## config.mk

```make
export PLATFORM = sky130hd
export DESIGN_NAME = rv_regfile
export DESIGN_NICKNAME = d
export VERILOG_FILES = /design/src/source/rv_regfile.sv
export VERILOG_INCLUDE_DIRS = /design/src /design/src/include
export SDC_FILE = /design/constraint.sdc
export NUM_CORES = 2
export LEC_CHECK = 0
export BUFFER_PORTS_ARGS = -buffer_cell sky130_fd_sc_hd__buf_4
export CORE_ASPECT_RATIO = 0.7
export CORE_UTILIZATION = 40
export CTS_CLUSTER_DIAMETER = 80
export DETAILED_ROUTE_END_ITERATION = 16
export PLACE_DENSITY = 0.69
export SLEW_MARGIN = 20
export SYNTH_ARGS = -nofsm -noshare
export SYNTH_HDL_FRONTEND = slang
export SYNTH_SLANG_ARGS = --single-unit
```

## constraint.sdc

```tcl
create_clock -name clk -period 2.8 [get_ports clk]
set_input_delay 0.56 -clock clk [delete_from_list [all_inputs] [get_ports clk]]
set_output_delay 0.56 -clock clk [all_outputs]
set_load 0.01 [all_outputs]
```

## src/include/rv_cfg.svh

```systemverilog
// defines for data width, register file size, reset value and the ebreak encoding
`ifndef RV_CFG_SVH
`define RV_CFG_SVH

`define XLEN          64            // rv64 data width
`define INST_W        32            // base instruction width

`define REG_COUNT     32            // x0..x31
`define REG_IDX_W     5             // bits in a register index
`define REG_RESET_VAL 64'h0         // every register after reset

`define EBREAK_INST   32'h00100073  // whole-word match

`endif
```

## src/source/rv_regfile.sv

```systemverilog
// 32 by 64 register file with x0 tied to zero, two reads and one write
`timescale 1ns/1ns
`include "rv_cfg.svh"

module rv_regfile (
  input  logic                  clk,
  input  logic                  reset,
  input  logic [`REG_IDX_W-1:0] rs1,
  input  logic [`REG_IDX_W-1:0] rs2,
  output logic [`XLEN-1:0]      rs1_data,
  output logic [`XLEN-1:0]      rs2_data,
  input  logic                  wr_en,
  input  logic [`REG_IDX_W-1:0] wr_addr,
  input  logic [`XLEN-1:0]      wr_data
);

  logic [`XLEN-1:0] regs [`REG_COUNT];

  always_ff @(posedge clk) begin
    if (reset) begin
      for (int i = 0; i < `REG_COUNT; i++) begin
        regs[i] <= `REG_RESET_VAL;
      end
    end else if (wr_en && (wr_addr != '0)) begin   // x0 ignores writes
      regs[wr_addr] <= wr_data;
    end
  end

  // reads are combinational, so a write at this edge is seen next cycle
  assign rs1_data = (rs1 == '0) ? '0 : regs[rs1];
  assign rs2_data = (rs2 == '0) ? '0 : regs[rs2];

endmodule

```

==> flow_summary.ini <==
[outcome]
status = finished with violations
violations = setup timing

[floorplanning]
start_util_pct = 40.3
fp.dieArea_um2 = 273000
ios = 210
rows = 159
die_y_um = 437
fp.dieW_um = 624
core_um2 = 269000

[sta]
tightest_slew_ns = 1.02
hold_ws_ns = 0.137
slew_headroom_pct = 32.3
fin_crit_ns = 3.52
setup_tns_ns = -50.54
finalSetupViolCount = 128
hold_viol = 0
fin_crit_sh_pct = 126
fmax_mhz = 284
drv_slew = 0
postLayoutSetupSlackWorst_ns = -0.723
rsz0062_at_grt = yes

[routing]
via_per_inst = 6.79
wl_per_cell_um = 39.3
drt-pass1-iter-count = 8
drtIter0Drc = 15700
drtAntennaViolNets = 0
dr_total_vias = 77400
routed_wl_um = 448000
drc = 0

[placed_design]
hpwl_um = 255000
dp_cells = 10800
place.gp.congestion = 0.892
io_buffers = 209

[grt]
grt_max_degree = 76
track_usage_pct = 32.0
antenna_found_initial = 57
grt_pass1_wl_um = 605000
grt_overflow = 0
grt_pass1_vias = 74000

[setup_path]
crit_path_start_kind = input port
crit_top_cell = buf_4
crit_chain = buf_12, buf_8, buf_16, nand2b_1, buf_4, o22ai_1, a211oi_1, a2111oi_4, buf_4
slowest_stage = a2111oi_4
required_ns = 2.24
crit_buf_inv = 5
path_max_fanout = 18
cp.arrival_ns = 2.96
slowest_delay_ns = 0.93
critPathKind = in2out
cp-end-kind = output pin
cpLargestDelayFamily = compound AO/OA/AOI/OAI gates

[final_layout]
nets = 7703
fillCellCount = 21800
area.growth.synth_to_final_pct = 22.1
drive_above_1_share_pct = 35.5
largest_reg_flops = 2048
reg_top3 = regs: 2048 flops
final_cells = 11400
regMostFlops = regs

[synth]
synth-main-ff-cell = edfxtp_1
synth.avg_cell_area_um2 = 15.3
synth_edf_count = 2048
ys_seq_area_share_pct = 56.8
syn_area_um2 = 108000
synth.distinct_cells = 44
ys_warn_count = 0
ys_ff_latch = 2048
synthArstFlopShare_pct = 0
syn_inst = 7055

[clocking]
cts_sinks = 2048
path_clk_slew_ns = 0.07
cts_buffer_depth = 3
cts_hold_buf = 0
cts_buffers = 207
htree_levels = 4
clockRootBuffer = clkbuf_16
cts_tree = yes

[min_path]
min_path_type = in2reg

[power_and_ir_drop]
power_density_nw_per_um2 = 586
p_leak_nw = 46.7
peakVddDrop_v = 0.000592

[job]
cap_violations = 0
## cell usage after synthesis, types with 9 or more instances
cell type / number / area (um2)
nand2_1: 108 / 405
clkbuf_1: 575 / 2160
buf_1: 47 / 176
a21o_1: 42 / 315
o211ai_1: 30 / 225
a22oi_1: 74 / 556
mux2_2: 122 / 1370
o21ai_0: 10 / 50.1
a2111oi_0: 12 / 105
nor2_1: 57 / 214
and3_1: 31 / 194
or2_2: 35 / 219
and2_1: 1986 / 12400
buf_4: 36 / 270
a32oi_1: 30 / 263
o2111ai_1: 30 / 263
buf_6: 23 / 259
mux4_2: 906 / 20400
edfxtp_1: 2048 / 61500
a221oi_1: 58 / 508
o221ai_1: 54 / 473
nor2b_1: 15 / 93.8
nand3_1: 22 / 110
a21oi_1: 49 / 245
a211oi_1: 11 / 82.6
nor4_1: 9 / 56.3
mux2i_1: 363 / 3630
a22o_1: 30 / 263
buf_2: 107 / 536
o22ai_1: 100 / 626
## routing by layer
metal / global-route usage (%) / vias to the layer above / share of wire (%)
met5: 0.404 / - / 0.054
met4: 20.6 / 12 / 7.4
met3: 11.3 / 1824 / 16
met2: 46.5 / 8171 / 43
met1: 40.6 / 39000 / 33
li1: - / 28500 / -
## cell usage in the layout, fill, tap and decap left out, types with 30 or more instances in the layout
cell       count
clkinv_2      31
buf_4        585
clkinv_1      55
or2_4         33
a21oi_1       37
and2_1      1985
buf_12       267
edfxtp_1    2048
diode_2       60
o22ai_1       71
a221oi_1      33
mux4_2       906
conb_1        64
mux2_2       103
o221ai_1      45
nand2_1       92
clkbuf_1      43
a22oi_2       47
and3_4        31
o211ai_1      30
mux2i_1      342
nor2_4        37
buf_6        160
clkbuf_16    223
buf_16        36
## cells by family (layout without fill, tap and decap cells)
kind of cell	after synthesis	count (layout)	share of synthesized area (%)
compound gates	539	539	3.75
buf+inv	792	1470	3.17
flops	2048	2048	56.8
simple gates	2284	2284	12.8
mux	1391	1391	23.5
other cells	1	124	0.00346
## final cells by class
type	count	area [um2]	share of cell area, %
inverter	2	11.3	0.00852
tap	3542	4430	3.35
antenna	60	150	0.114
sequential	2048	61500	46.5
clock inverter	134	1480	1.12
multi-input combinational	4278	46000	34.8
clock buffer	250	5340	4.04
timing repair buffer	1084	13300	10.1
## power breakdown
part | switching [mW] | internal (mW) | total, mW
registers | 0.928 | 35.4 | 36.4
logic | 6.80 | 5.60 | 12.4
clock network | 12.9 | 15.8 | 28.7
## metrics by stage
| step | setup WS (ns) | cell area (um2) | util, % | total power [mW] |
|---|---|---|---|---|
| after floorplan | -0.0301 | 109000 | - | 42.1 |
| after global placement | -1.09 | 121000 | 44.9 | 47.6 |
| after detailed placement | -1.09 | 121000 | 44.9 | 47.8 |
| after CTS | -0.640 | 130000 | 48.4 | 76.5 |
| after global routing | -0.659 | 132000 | 49.2 | 78.7 |
| final | -0.723 | 132000 | 49.2 | 77.4 |
## repair_timing
item / in CTS / in global routing
endpoints found under the hold margin: 0 / 0
pin swaps: 222 / 95
endpoints found under the setup margin: 128 / 128
setup buffers: 55 / 102
gates resized for setup: 466 / 188
cloned: 16 / 16
## path summary, 6_finish.rpt
check | from | to | slack, ns | cells after the start
setup / recovery | rs1[1] | rs1_data[23] | -0.72 | 9
hold / removal | wr_data[17] | regs[5][17] | 0.14 | 2
Power figures use the tool's default switching activity.
