[config.mk]
export PLATFORM = sky130hd
export DESIGN_NAME = rv_exec_unit
export DESIGN_NICKNAME = d
export VERILOG_FILES = /design/src/source/rv_isa_pkg.sv /design/src/source/rv_pipe_pkg.sv /design/src/source/rv_exec_unit.sv
export VERILOG_INCLUDE_DIRS = /design/src /design/src/include
export SDC_FILE = /design/constraint.sdc
export NUM_CORES = 1
export LEC_CHECK = 0
export ABC_CLOCK_PERIOD_IN_PS = 7100
export BUFFER_PORTS_ARGS = -buffer_cell sky130_fd_sc_hd__buf_2
export CAP_MARGIN = 20
export CORE_AREA = 2 2 348 350
export DETAILED_ROUTE_END_ITERATION = 6
export DIE_AREA = 0 0 350 352
export SYNTH_ARGS = -nofsm -noshare
export SYNTH_HDL_FRONTEND = slang
export SYNTH_SLANG_ARGS = --single-unit
[constraint.sdc]
create_clock -name clk -period 7.1 [get_ports clk]
set_clock_uncertainty 0.15 [all_clocks]
set_input_delay 1.065 -clock clk [delete_from_list [all_inputs] [get_ports clk]]
set_output_delay 1.065 -clock clk [all_outputs]
set_load 0.02 [all_outputs]
[src/include/rv_cfg.svh]
// defines for data width, register file size, reset value and the ebreak encoding
`ifndef RV_CFG_SVH
`define RV_CFG_SVH

`define XLEN          64            // rv64 data width
`define INST_W        32            // base instruction width

`define REG_COUNT     32            // x0..x31
`define REG_IDX_W     5             // bits in a register index
`define REG_RESET_VAL 64'h0         // every register after reset

`define EBREAK_INST   32'h00100073  // whole-word match

`endif
[src/source/rv_isa_pkg.sv]
// isa enums for major opcode, decoded operation and immediate format
package rv_isa_pkg;

  // major opcode field, inst[6:0]
  typedef enum logic [6:0] {
    MAJ_LUI       = 7'b0110111,
    MAJ_AUIPC     = 7'b0010111,
    MAJ_JAL       = 7'b1101111,
    MAJ_JALR      = 7'b1100111,
    MAJ_BRANCH    = 7'b1100011,
    MAJ_LOAD      = 7'b0000011,
    MAJ_STORE     = 7'b0100011,
    MAJ_OP_IMM    = 7'b0010011,
    MAJ_OP_IMM_32 = 7'b0011011,
    MAJ_OP        = 7'b0110011,
    MAJ_OP_32     = 7'b0111011,
    MAJ_SYSTEM    = 7'b1110011
  } major_t;

  // one value per recognized instruction
  typedef enum logic [4:0] {
    OP_LUI,
    OP_AUIPC,
    OP_JAL,
    OP_JALR,
    OP_BNE,
    OP_BGE,
    OP_LW,
    OP_LBU,
    OP_LD,
    OP_SB,
    OP_SH,
    OP_SW,
    OP_SD,
    OP_ADDI,
    OP_SLTIU,
    OP_XORI,
    OP_ANDI,
    OP_ADDIW,
    OP_SLLI,
    OP_SRLI,
    OP_SRAI,
    OP_ADD,
    OP_SUB,
    OP_SLTU,
    OP_OR,
    OP_AND,
    OP_ADDW,
    OP_SLLW,
    OP_MULW,
    OP_EBREAK,
    OP_ILLEGAL
  } op_t;

  typedef enum logic [2:0] {
    IMM_I,
    IMM_U,
    IMM_J,
    IMM_B,
    IMM_S,
    IMM_NONE   // r-type and system
  } imm_fmt_t;

endpackage

[src/source/rv_pipe_pkg.sv]
// packed records for fetch input, decoded instruction, memory request and retire
`include "rv_cfg.svh"

package rv_pipe_pkg;
  import rv_isa_pkg::*;

  typedef struct packed {
    logic [`XLEN-1:0]   pc;
    logic [`INST_W-1:0] inst;
  } fetch_t;

  typedef struct packed {
    logic [`XLEN-1:0]      pc;
    op_t                   op;
    logic [`REG_IDX_W-1:0] rd;
    logic [`REG_IDX_W-1:0] rs1;
    logic [`REG_IDX_W-1:0] rs2;
    logic [5:0]            shamt;      // inst[25:20]
    logic [`XLEN-1:0]      imm;        // sign-extended for its format
    logic                  writes_rd;  // cleared for rd == x0
  } dec_t;

  typedef struct packed {
    logic             valid;
    logic             write;
    logic [`XLEN-1:0] addr;
    logic [`XLEN-1:0] wdata;
    logic [1:0]       size;           // log2 of byte count
    logic             unsigned_load;
  } mem_req_t;

  typedef struct packed {
    logic [`XLEN-1:0]      pc;
    op_t                   op;
    logic [`REG_IDX_W-1:0] rd;
    logic                  we;
    logic [`XLEN-1:0]      wdata;
    logic [`XLEN-1:0]      next_pc;
    mem_req_t              mem;
    logic                  ebreak;
    logic                  illegal;
  } retire_t;

endpackage

[src/source/rv_exec_unit.sv]
// operand select, branch compare, next pc, address generation and retire stage
`timescale 1ns/1ns
`include "rv_cfg.svh"

module rv_exec_unit
  import rv_isa_pkg::*;
  import rv_pipe_pkg::*;
(
  input  logic                  clk,
  input  logic                  reset,
  input  logic                  dec_valid,
  input  dec_t                  dec,
  output logic [`REG_IDX_W-1:0] rs1,
  output logic [`REG_IDX_W-1:0] rs2,
  input  logic [`XLEN-1:0]      rs1_data,
  input  logic [`XLEN-1:0]      rs2_data,
  output logic                  wr_en,
  output logic [`REG_IDX_W-1:0] wr_addr,
  output logic [`XLEN-1:0]      wr_data,
  output op_t                   alu_op,
  output logic [`XLEN-1:0]      alu_a,
  output logic [`XLEN-1:0]      alu_b,
  input  logic [`XLEN-1:0]      alu_result,
  output logic                  retire_valid,
  output retire_t               retire
);

  logic [`XLEN-1:0] pc_plus4;
  logic [`XLEN-1:0] pc_target;
  logic             taken;
  retire_t          retire_next;

  assign rs1      = dec.rs1;
  assign rs2      = dec.rs2;
  assign pc_plus4 = dec.pc + `XLEN'd4;
  assign pc_target = dec.pc + dec.imm;   // jal and branches

  assign alu_op = dec.op;
  assign alu_a  = (dec.op == OP_AUIPC) ? dec.pc : rs1_data;

  always_comb begin
    case (dec.op)
      OP_ADD, OP_SUB, OP_SLTU, OP_OR, OP_AND,
      OP_ADDW, OP_SLLW, OP_MULW: alu_b = rs2_data;
      OP_SLLI, OP_SRLI, OP_SRAI: alu_b = {{(`XLEN-6){1'b0}}, dec.shamt};
      default:                   alu_b = dec.imm;   // also load/store/jalr sums
    endcase
  end

  assign taken = ((dec.op == OP_BNE) && (rs1_data != rs2_data)) ||
                 ((dec.op == OP_BGE) && ($signed(rs1_data) >= $signed(rs2_data)));

  always_comb begin
    retire_next         = '0;
    retire_next.pc      = dec.pc;
    retire_next.op      = dec.op;
    retire_next.rd      = dec.rd;
    retire_next.we      = dec.writes_rd;
    retire_next.ebreak  = (dec.op == OP_EBREAK);
    retire_next.illegal = (dec.op == OP_ILLEGAL);
    case (dec.op)
      OP_LUI:         retire_next.wdata = dec.imm;
      OP_JAL, OP_JALR: retire_next.wdata = pc_plus4;   // link value
      default:        retire_next.wdata = alu_result;
    endcase
    if ((dec.op == OP_JAL) || taken) retire_next.next_pc = pc_target;
    else if (dec.op == OP_JALR)      retire_next.next_pc = {alu_result[`XLEN-1:1], 1'b0};
    else                             retire_next.next_pc = pc_plus4;
    case (dec.op)
      OP_LBU, OP_SB: retire_next.mem.size = 2'd0;
      OP_SH:         retire_next.mem.size = 2'd1;
      OP_LW, OP_SW:  retire_next.mem.size = 2'd2;
      default:       retire_next.mem.size = 2'd3;   // ld, sd
    endcase
    retire_next.mem.valid = dec.op inside {OP_LW, OP_LBU, OP_LD, OP_SB, OP_SH, OP_SW, OP_SD};
    retire_next.mem.write = dec.op inside {OP_SB, OP_SH, OP_SW, OP_SD};
    retire_next.mem.unsigned_load = (dec.op == OP_LBU);
    retire_next.mem.addr  = retire_next.mem.valid ? alu_result : '0;
    retire_next.mem.wdata = retire_next.mem.write ? rs2_data : '0;
    if (!retire_next.mem.valid) retire_next.mem.size = 2'd0;
  end

  // register write lands on the same edge as the retire record
  assign wr_en   = dec_valid && dec.writes_rd;
  assign wr_addr = dec.rd;
  assign wr_data = retire_next.wdata;

  always_ff @(posedge clk) begin
    if (reset) begin
      retire_valid <= 1'b0;
    end else begin
      retire_valid <= dec_valid;
    end
    if (dec_valid) retire <= retire_next;
  end

endmodule

==> results.py <==
metrics = {
    "status": {
        "outcome": "complete, no violations",
    },
    "place": {
        "dp_cells": 4511,
        "hpwl_mm": 99.3,
        "gp_congestion": 0.915,
        "port_buffers": 881,
        "dp_slack_ps": -162,
    },
    "worst_setup_path": {
        "startpoint_type": "input port",
        "critical_path.max_fanout": 9,
        "cp.required_ps": 5880,
        "cp_top_family": "simple AND/OR/NAND/NOR gates",
        "slowest_delay_ps": 690,
        "cp.arrival_ps": 5300,
        "crit_slowest_cell": "o21ai_0",
        "timing.critical_path.cells": "buf_2 -> nand4_1 -> nor4_1 -> nand4_1 -> nor4_4 -> buf_4 -> nand2_1 -> nor2_1 -> xnor2_1 -> o21ai_0 -> buf_2",
        "crit_type": "in -> out",
        "endpoint_kind": "output port",
        "worst-path-buf-inv": 3,
    },
    "power": {
        "powerDensity_nw_per_um2": 225,
        "sequentialPowerShare": 0.371,
        "peakVddDrop_mv": 0.178,
        "switching_power_w": 0.00228,
        "p_clk_frac": 0.360,
        "swShare": 0.346,
        "intPower_w": 0.00430,
        "p_leak_nw": 12.5,
        "comb_power_share": 0.269,
        "totalPowerFinal_w": 0.00658,
    },
    "sta": {
        "min_period_ps": 6520,
        "worst_pin_slew_ps": 1080,
        "setup_viol": 0,
        "min_period_over_period": 0.918,
        "grt_setup_unrepaired": "false",
        "fmax_ghz": 0.153,
        "slew_violations": 0,
        "hold_viol_final": 0,
        "setup_ws_ps": 584,
        "slew_headroom": 0.280,
    },
    "floorplan": {
        "rows": 127,
        "fp.dieH_um": 352,
        "die_x_um": 350,
        "coreArea_um2": 119000,
        "dieArea_um2": 123000,
        "ios": 902,
        "start_util": 0.185,
    },
    "detailed_routing": {
        "wl_per_cell_um": 26.4,
        "drcViolationCount": 0,
        "drt_iter0_drc": 1887,
        "via_per_inst": 4.61,
        "vias": 21200,
        "ant_nets": 0,
        "drt-total-wl_mm": 122,
        "drt_first_pass_iters": 7,
    },
    "clock_network": {
        "tritoncts": "built",
        "cts.sink_count": 339,
        "cts_made_buffers": 47,
        "cts_post_setup_buffers_inserted": 0,
        "cts_hold_buf": 0,
        "htree_levels": 2,
        "clk_pin_slew_ps": 60,
        "cts-root-buf": "clkbuf_16",
        "ctsResizeCount": 0,
        "clockBufferDepth": 3,
    },
    "yosys": {
        "syn_avg_cell_area_um2": 10.1,
        "syn_area_um2": 22100,
        "synth_flop_cell": "edfxtp_1",
        "synth-async-reset-ratio": 0,
        "synth-edff-count": 338,
        "ys_seq_elements": 339,
        "syn_nets": 2673,
        "synth_cell_types": 73,
        "synth_seq_area_share": 0.461,
        "synth_cells": 2194,
        "ys_warn_count": 0,
    },
    "cells_and_area": {
        "nets": 3427,
        "syn2layout_area_growth_pct": 32.5,
        "drive_above_1_share": 0.359,
        "final_core_util": 0.245,
        "final_cells": 4606,
    },
    "global_route": {
        "gr-total-overflow": 0,
        "met1_usage": 0.236,
        "antenna_found_initial": 17,
        "grt_start_max_net_pins": 109,
        "grt_pass1_wl_mm": 164,
        "grt_pass1_vias": 20500,
        "use_met3": 0.0451,
        "use_met2": 0.319,
        "grt.busiest_layer": "met2",
        "grt_usage": 0.189,
    },
    "min_path": {
        "hold_path.class": "in -> reg",
    },
    "run": {
        "cap_violations": 0,
    },
}
==> metal layers <==
layer,vias up,part of all wire
met3,170,0.080
li1,9544,-
met5,-,0.00090
met2,1017,0.48
met4,16,0.031
met1,10500,0.41
==> area by class of cell <==
| type | instances | area, um2 |
|---|---|---|
| Fill cell | 13000 | 90100 |
| Multi-Input combinational cell | 1552 | 10500 |
| Sequential cell | 339 | 10200 |
| Timing Repair Buffer | 914 | 4720 |
| Tap cell | 1612 | 2020 |
| Clock buffer | 57 | 1260 |
| Inverter | 94 | 353 |
| Clock inverter | 30 | 239 |
| Antenna cell | 8 | 20.0 |
==> cells by family after synthesis <==
group           Yosys count  synth area share
simple gates            658             0.154
mux                      65            0.0333
flops                   339             0.461
buf+inv                 303            0.0684
compound gates          579             0.162
fa+ha+maj               129            0.0735
xor+xnor                121            0.0480
==> placed cells by master (no fill, tap or decap), types with 46 or more instances in the layout <==
master     instances
a21oi_1          107
nand4_1           46
and2_1           140
buf_2            880
nor2_1            70
o211ai_1          51
xor2_1            52
ha_1             128
clkbuf_16         49
inv_1             94
nand3_1           99
a22oi_1           67
edfxtp_1         338
mux2_2            60
nand2_1          186
xnor2_1           69
o21ai_0          199
==> sequential cells by signal, indices dropped and copies added (netlist names) <==
name          flops
retire_valid      1
retire          338
==> power by group through the flow <==
stage	sequential, W	combinational, W	clock [W]
floorplan	0.00269	0.000756	0
global placement	0.00248	0.00176	0
detailed placement	0.00248	0.00177	0
CTS	0.00244	0.00178	0.00244
global route	0.00245	0.00189	0.00250
finish	0.00244	0.00177	0.00237
==> per-stage QoR <==
step                hold slack (ps)  instance area [um2]  TNS [ps]
floorplan                       987                22100         0
global placement               1080                27700     -1490
detailed placement             1080                27700     -1750
CTS                             407                29200         0
global route                    436                29200         0
finish                          471                29200         0
==> path summary, 6_finish.rpt <==
path / start / to / cells past startpoint
setup / recovery: dec[102] / wr_data[58] / 11
hold / removal: reset / retire_valid / 2
==> cells in the mapped netlist (all sizes together) (5+ instances only) <==
master	number	area, um2
nor2	72	270
o21bai	9	67.6
and4	10	87.6
edfxtp	338	10100
and3	14	87.6
mux2	62	706
nand4	46	288
o21a	6	45.0
nor2b	14	87.6
a22oi	67	503
o31ai	5	42.5
inv	94	353
a31oi	15	93.8
clkbuf	99	372
nand2b	8	50.1
a211oi	6	50.1
and2	141	882
nor3	34	185
nand3	101	510
o21ai	230	1150
nor3b	5	37.5
a21oi	107	536
ha	128	1600
xnor2	69	604
nand2	189	709
xor2	52	455
buf	110	786
a21o	39	293
nor4	9	77.6
o211ai	54	420
Note: power is estimated with default switching activity, not from simulation.
