<file path="config.mk">
export PLATFORM = sky130hd
export DESIGN_NAME = rv_decode
export DESIGN_NICKNAME = d
export VERILOG_FILES = /design/src/source/rv_isa_pkg.sv /design/src/source/rv_pipe_pkg.sv /design/src/source/rv_decode.sv
export VERILOG_INCLUDE_DIRS = /design/src /design/src/include
export SDC_FILE = /design/constraint.sdc
export NUM_CORES = 1
export LEC_CHECK = 0
export ABC_CLOCK_PERIOD_IN_PS = 2900
export BUFFER_PORTS_ARGS = -buffer_cell sky130_fd_sc_hd__buf_2
export CAP_MARGIN = 0
export CORE_AREA = 2 2 76 151
export CTS_BUF_LIST = sky130_fd_sc_hd__clkbuf_4 sky130_fd_sc_hd__clkbuf_8
export DETAILED_ROUTE_END_ITERATION = 16
export DIE_AREA = 0 0 78 153
export PLACE_DENSITY = 0.81
export SLEW_MARGIN = 20
export SYNTH_ARGS = -nofsm -noshare
export SYNTH_HDL_FRONTEND = slang
export SYNTH_SLANG_ARGS = --single-unit
</file>
<file path="constraint.sdc">
create_clock -name clk -period 2.9 [get_ports clk]
set_input_delay 0.58 -clock clk [delete_from_list [all_inputs] [get_ports clk]]
set_output_delay 0.58 -clock clk [all_outputs]
set_load 0.05 [all_outputs]
</file>
<file path="src/include/rv_cfg.svh">
// defines for data width, register file size, reset value and the ebreak encoding
`ifndef RV_CFG_SVH
`define RV_CFG_SVH

`define XLEN          64            // rv64 data width
`define INST_W        32            // base instruction width

`define REG_COUNT     32            // x0..x31
`define REG_IDX_W     5             // bits in a register index
`define REG_RESET_VAL 64'h0         // every register after reset

`define EBREAK_INST   32'h00100073  // whole-word match

`endif
</file>
<file path="src/source/rv_isa_pkg.sv">
// isa enums for major opcode, decoded operation and immediate format
package rv_isa_pkg;

  // major opcode field, inst[6:0]
  typedef enum logic [6:0] {
    MAJ_LUI       = 7'b0110111,
    MAJ_AUIPC     = 7'b0010111,
    MAJ_JAL       = 7'b1101111,
    MAJ_JALR      = 7'b1100111,
    MAJ_BRANCH    = 7'b1100011,
    MAJ_LOAD      = 7'b0000011,
    MAJ_STORE     = 7'b0100011,
    MAJ_OP_IMM    = 7'b0010011,
    MAJ_OP_IMM_32 = 7'b0011011,
    MAJ_OP        = 7'b0110011,
    MAJ_OP_32     = 7'b0111011,
    MAJ_SYSTEM    = 7'b1110011
  } major_t;

  // one value per recognized instruction
  typedef enum logic [4:0] {
    OP_LUI,
    OP_AUIPC,
    OP_JAL,
    OP_JALR,
    OP_BNE,
    OP_BGE,
    OP_LW,
    OP_LBU,
    OP_LD,
    OP_SB,
    OP_SH,
    OP_SW,
    OP_SD,
    OP_ADDI,
    OP_SLTIU,
    OP_XORI,
    OP_ANDI,
    OP_ADDIW,
    OP_SLLI,
    OP_SRLI,
    OP_SRAI,
    OP_ADD,
    OP_SUB,
    OP_SLTU,
    OP_OR,
    OP_AND,
    OP_ADDW,
    OP_SLLW,
    OP_MULW,
    OP_EBREAK,
    OP_ILLEGAL
  } op_t;

  typedef enum logic [2:0] {
    IMM_I,
    IMM_U,
    IMM_J,
    IMM_B,
    IMM_S,
    IMM_NONE   // r-type and system
  } imm_fmt_t;

endpackage

</file>
<file path="src/source/rv_pipe_pkg.sv">
// packed records for fetch input, decoded instruction, memory request and retire
`include "rv_cfg.svh"

package rv_pipe_pkg;
  import rv_isa_pkg::*;

  typedef struct packed {
    logic [`XLEN-1:0]   pc;
    logic [`INST_W-1:0] inst;
  } fetch_t;

  typedef struct packed {
    logic [`XLEN-1:0]      pc;
    op_t                   op;
    logic [`REG_IDX_W-1:0] rd;
    logic [`REG_IDX_W-1:0] rs1;
    logic [`REG_IDX_W-1:0] rs2;
    logic [5:0]            shamt;      // inst[25:20]
    logic [`XLEN-1:0]      imm;        // sign-extended for its format
    logic                  writes_rd;  // cleared for rd == x0
  } dec_t;

  typedef struct packed {
    logic             valid;
    logic             write;
    logic [`XLEN-1:0] addr;
    logic [`XLEN-1:0] wdata;
    logic [1:0]       size;           // log2 of byte count
    logic             unsigned_load;
  } mem_req_t;

  typedef struct packed {
    logic [`XLEN-1:0]      pc;
    op_t                   op;
    logic [`REG_IDX_W-1:0] rd;
    logic                  we;
    logic [`XLEN-1:0]      wdata;
    logic [`XLEN-1:0]      next_pc;
    mem_req_t              mem;
    logic                  ebreak;
    logic                  illegal;
  } retire_t;

endpackage

</file>
<file path="src/source/rv_decode.sv">
// instruction decoder with immediate generation and registered decode stage
`timescale 1ns/1ns
`include "rv_cfg.svh"

module rv_decode
  import rv_isa_pkg::*;
  import rv_pipe_pkg::*;
(
  input  logic   clk,
  input  logic   reset,
  input  logic   fetch_valid,
  input  fetch_t fetch,
  output logic   dec_valid,
  output dec_t   dec
);

  logic [`INST_W-1:0] inst;
  major_t             major;
  logic [2:0]         funct3;
  logic [6:0]         funct7;
  logic [5:0]         funct6;
  op_t                op;
  imm_fmt_t           fmt;
  logic [`XLEN-1:0]   imm;
  logic               writes_rd;
  dec_t               dec_next;

  assign inst   = fetch.inst;
  assign major  = major_t'(inst[6:0]);
  assign funct3 = inst[14:12];
  assign funct7 = inst[31:25];
  assign funct6 = inst[31:26];   // rv64 shifts use a 6-bit shamt

  always_comb begin
    op  = OP_ILLEGAL;
    fmt = IMM_NONE;
    case (major)
      MAJ_LUI:   begin op = OP_LUI;   fmt = IMM_U; end
      MAJ_AUIPC: begin op = OP_AUIPC; fmt = IMM_U; end
      MAJ_JAL:   begin op = OP_JAL;   fmt = IMM_J; end
      MAJ_JALR: begin
        fmt = IMM_I;
        if (funct3 == 3'b000) op = OP_JALR;
      end
      MAJ_BRANCH: begin
        fmt = IMM_B;
        case (funct3)
          3'b001:  op = OP_BNE;
          3'b101:  op = OP_BGE;   // signed
          default: op = OP_ILLEGAL;
        endcase
      end
      MAJ_LOAD: begin
        fmt = IMM_I;
        case (funct3)
          3'b010:  op = OP_LW;
          3'b011:  op = OP_LD;
          3'b100:  op = OP_LBU;
          default: op = OP_ILLEGAL;
        endcase
      end
      MAJ_STORE: begin
        fmt = IMM_S;
        case (funct3)
          3'b000:  op = OP_SB;
          3'b001:  op = OP_SH;
          3'b010:  op = OP_SW;
          3'b011:  op = OP_SD;
          default: op = OP_ILLEGAL;
        endcase
      end
      MAJ_OP_IMM: begin
        fmt = IMM_I;
        case (funct3)
          3'b000:  op = OP_ADDI;
          3'b011:  op = OP_SLTIU;
          3'b100:  op = OP_XORI;
          3'b111:  op = OP_ANDI;
          3'b001:  op = (funct6 == 6'b000000) ? OP_SLLI : OP_ILLEGAL;
          3'b101: begin
            if (funct6 == 6'b000000)      op = OP_SRLI;
            else if (funct6 == 6'b010000) op = OP_SRAI;
          end
          default: op = OP_ILLEGAL;
        endcase
      end
      MAJ_OP_IMM_32: begin
        fmt = IMM_I;
        if (funct3 == 3'b000) op = OP_ADDIW;
      end
      MAJ_OP: begin
        case ({funct7, funct3})
          10'b0000000_000: op = OP_ADD;
          10'b0100000_000: op = OP_SUB;
          10'b0000000_011: op = OP_SLTU;
          10'b0000000_110: op = OP_OR;
          10'b0000000_111: op = OP_AND;
          default:         op = OP_ILLEGAL;
        endcase
      end
      MAJ_OP_32: begin
        case ({funct7, funct3})
          10'b0000000_000: op = OP_ADDW;
          10'b0000000_001: op = OP_SLLW;
          10'b0000001_000: op = OP_MULW;
          default:         op = OP_ILLEGAL;
        endcase
      end
      MAJ_SYSTEM: if (inst == `EBREAK_INST) op = OP_EBREAK;
      default:    op = OP_ILLEGAL;
    endcase
  end

  always_comb begin
    case (fmt)
      IMM_I:   imm = {{(`XLEN-12){inst[31]}}, inst[31:20]};
      IMM_U:   imm = {{(`XLEN-32){inst[31]}}, inst[31:12], 12'b0};
      IMM_J:   imm = {{(`XLEN-21){inst[31]}}, inst[31], inst[19:12], inst[20], inst[30:21], 1'b0};
      IMM_B:   imm = {{(`XLEN-13){inst[31]}}, inst[31], inst[7], inst[30:25], inst[11:8], 1'b0};
      IMM_S:   imm = {{(`XLEN-12){inst[31]}}, inst[31:25], inst[11:7]};
      default: imm = '0;
    endcase
  end

  always_comb begin
    case (op)
      OP_BNE, OP_BGE, OP_LW, OP_LBU, OP_LD,
      OP_SB, OP_SH, OP_SW, OP_SD, OP_EBREAK, OP_ILLEGAL: writes_rd = 1'b0;
      default: writes_rd = (inst[11:7] != '0);   // x0 never written
    endcase
  end

  always_comb begin
    dec_next.pc        = fetch.pc;
    dec_next.op        = op;
    dec_next.rd        = inst[11:7];
    dec_next.rs1       = inst[19:15];
    dec_next.rs2       = inst[24:20];
    dec_next.shamt     = inst[25:20];
    dec_next.imm       = imm;
    dec_next.writes_rd = writes_rd;
  end

  always_ff @(posedge clk) begin
    if (reset) begin
      dec_valid <= 1'b0;
    end else begin
      dec_valid <= fetch_valid;
    end
    if (fetch_valid) dec <= dec_next;   // payload only
  end

endmodule

</file>
==> flow_metrics.py <==
metrics = {
    "status": {
        "status": "finished clean",
    },
    "die": {
        "die_x_um": 78,
        "initial_core_util_pct": 46.32,
        "die_h_um": 153,
        "dieArea_sq_mm": 0.01193,
        "rows": 54,
        "pin_count": 255,
        "design.core.area_sq_mm": 0.01081,
    },
    "route": {
        "drcViolationCount": 0,
        "vias": 3900,
        "routed_wl_um": 14780,
        "drtAntennaViolNets": 0,
        "vias_per_cell": 5.242,
        "avgRoutedWirePerCell_um": 19.87,
        "drtIter0Drc": 238,
        "first_pass_iters": 6,
    },
    "sta": {
        "setup-tns-final_ns": 0,
        "setup_viol": 0,
        "max_slew_margin_pct": 46.10,
        "timing.hold.ws_ns": 0.3115,
        "tightest_slew_ns": 0.8085,
        "finalCritPeriodShare_pct": 84.70,
        "rsz0062_at_grt": "no",
        "slew_viol_final": 0,
        "finalCriticalPeriod_ns": 2.456,
        "clock.fmax_ghz": 0.4071,
        "finalHoldViolCount": 0,
        "worst_slack_ns": 0.4436,
    },
    "synthesis": {
        "synthTopCellsByArea": "edfxtp_1, buf_4, a21o_1",
        "syn_area_per_cell_sq_um": 14.51,
        "synth_nets": 444,
        "ys_ff_latch": 119,
        "ys_seq_area_share_pct": 71.16,
        "synth_flop_cell": "edfxtp_1",
        "yosysWarnings": 0,
        "synthCells": 345,
        "yosys.area.top_type": "edfxtp_1",
        "ys_async_sr_fraction_pct": 0,
        "synth_cell_types": 53,
        "syn_area_sq_mm": 0.005007,
        "synth_edf_count": 118,
        "synth_top_area_share_pct": 70.76,
    },
    "worst_setup_path": {
        "crit_fanout": 10,
        "cp_slowest_cell": "nor3_1",
        "worstSetupEndpointType": "flip-flop",
        "crit_path_start_kind": "primary input",
        "cp_cell_sequence": "buf_2 -> nor3_1 -> and4_1 -> nand4_1 -> a211oi_1 -> o221ai_1 -> o21ai_1 -> a31o_1 -> a21oi_2",
        "crit_family": "simple AND/OR/NAND/NOR gates",
        "cp.depth": 9,
        "crit_start": "fetch[12]",
        "worstPathArrival_ns": 2.62,
        "required_ns": 3.06,
        "path_buf_inv": 1,
        "cp-endpoint": "dec[0]",
        "worstSetupPathType": "primary input to flip-flop",
        "slowest_delay_ns": 0.55,
    },
    "flow_run": {
        "maxCapViolations": 0,
    },
    "clock_tree": {
        "cts_hold_buf": 0,
        "cts_tree": "done",
        "h-tree-depth": 4,
        "clk_path_buf_depth": 2,
        "root_buffer": "clkbuf_8",
        "postCtsSetupBuffers": 0,
        "numCtsBuffers": 17,
        "cts_resized": 0,
        "path_clk_slew_ns": 0.07,
        "clock_sink_count": 119,
    },
    "power_and_ir_drop": {
        "power.switching_mw": 1.497,
        "p_int_mw": 2.999,
        "power_frac_seq_pct": 46.0,
        "p_leak_nw": 3.021,
        "clkPwrFrac_pct": 32.1,
        "pwr_density_cell_mw_per_mm2": 668.0,
        "irDropWorstVdd_mv": 0.3068,
        "p_comb_share_pct": 21.8,
        "sw_frac_of_total_pct": 33.29,
    },
    "final_layout": {
        "layout_common_cells": "buf_2, edfxtp_1, buf_4",
        "diodes": 0,
        "final_common_cell": "buf_2",
        "layout.nets": 691,
        "nFillCells": 856,
        "areaGrowthSynthToFinish_pct": 34.41,
        "drive_gt1_share_pct": 52.65,
    },
    "place": {
        "dp_slack_ns": 0.05062,
        "dp_hpwl_um": 11520,
        "place.gp.congestion": 0.9897,
        "portBuffers": 254,
    },
    "worst_hold_path": {
        "hold_class": "primary input to flip-flop",
    },
    "global_route": {
        "grtUsageTotal_pct": 24.99,
        "grt_antenna_before_repair": 0,
        "grt_pass1_wl_um": 21850,
        "grt_max_degree": 56,
        "grt_pass1_vias": 3963,
        "gr-total-overflow": 0,
    },
}
==> how the worst min path moves through the flow <==
stage          cells after the start   from         to  slack (ns)
2_1_floorplan                      1  reset  dec_valid        0.65
3_3_place_gp                       2  reset  dec_valid        0.74
3_5_place_dp                       2  reset  dec_valid        0.74
4_1_cts                            2  reset  dec_valid        0.28
5_1_grt                            2  reset  dec_valid        0.28
6_report                           2  reset  dec_valid        0.31
==> power by group through the flow <==
stage | Sequential (mW) | Combinational (mW) | Clock, mW
finish | 2.07 | 0.982 | 1.44
global route | 2.08 | 1.01 | 1.55
CTS | 2.07 | 0.983 | 1.48
detailed placement | 2.11 | 0.982 | 0
global placement | 2.10 | 0.974 | 0
floorplan | 2.56 | 0.252 | 0
==> routing by layer <==
layer	up-vias	global-route usage, %	part of all wire (%)
li1	1782	-	-
met1	1868	23.86	33
met2	217	47.04	57
met3	33	5.962	6.7
met4	0	14.20	4.0
met5	-	0	0
==> through the flow <==
stage / power [mW] / utilization, % / instances / instance area [sq um]
floorplan: 2.813 / - / 345 / 5007
global placement: 3.076 / 58.72 / 713 / 6347
detailed placement: 3.090 / 58.72 / 713 / 6347
CTS: 4.532 / 62.26 / 744 / 6730
global route: 4.647 / 62.26 / 744 / 6730
finish: 4.496 / 62.26 / 744 / 6730
==> area by class of cell <==
cell class	instances	area [sq um]	area share [%]
Clock inverter	14	148.9	2.212
Sequential cell	119	3563	52.95
Timing Repair Buffer	281	1501	22.31
Inverter	4	15.01	0.2231
Multi-Input combinational cell	169	1092	16.23
Tap cell	140	175.2	2.603
Clock buffer	17	234.0	3.476
==> flip-flops by register name, summed over array words and instances, names as in the netlist <==
name,cells
dec_valid,1
dec,118
==> Yosys cell counts (6+ instances only) <==
| cell type | number |
|---|---|
| clkbuf_1 | 13 |
| a21o_1 | 20 |
| o21ai_0 | 6 |
| buf_4 | 37 |
| edfxtp_1 | 118 |
| nor2_1 | 17 |
| a21oi_1 | 12 |
| and2_1 | 10 |
| nor3_1 | 10 |
| nand2_1 | 16 |
==> cell families after synthesis <==
family,share of synthesized area (%)
buf+inv,7.146
simple gates,10.87
mux,0.7996
compound gates,10.02
flops,71.16
(Power assumes the default switching activity.)
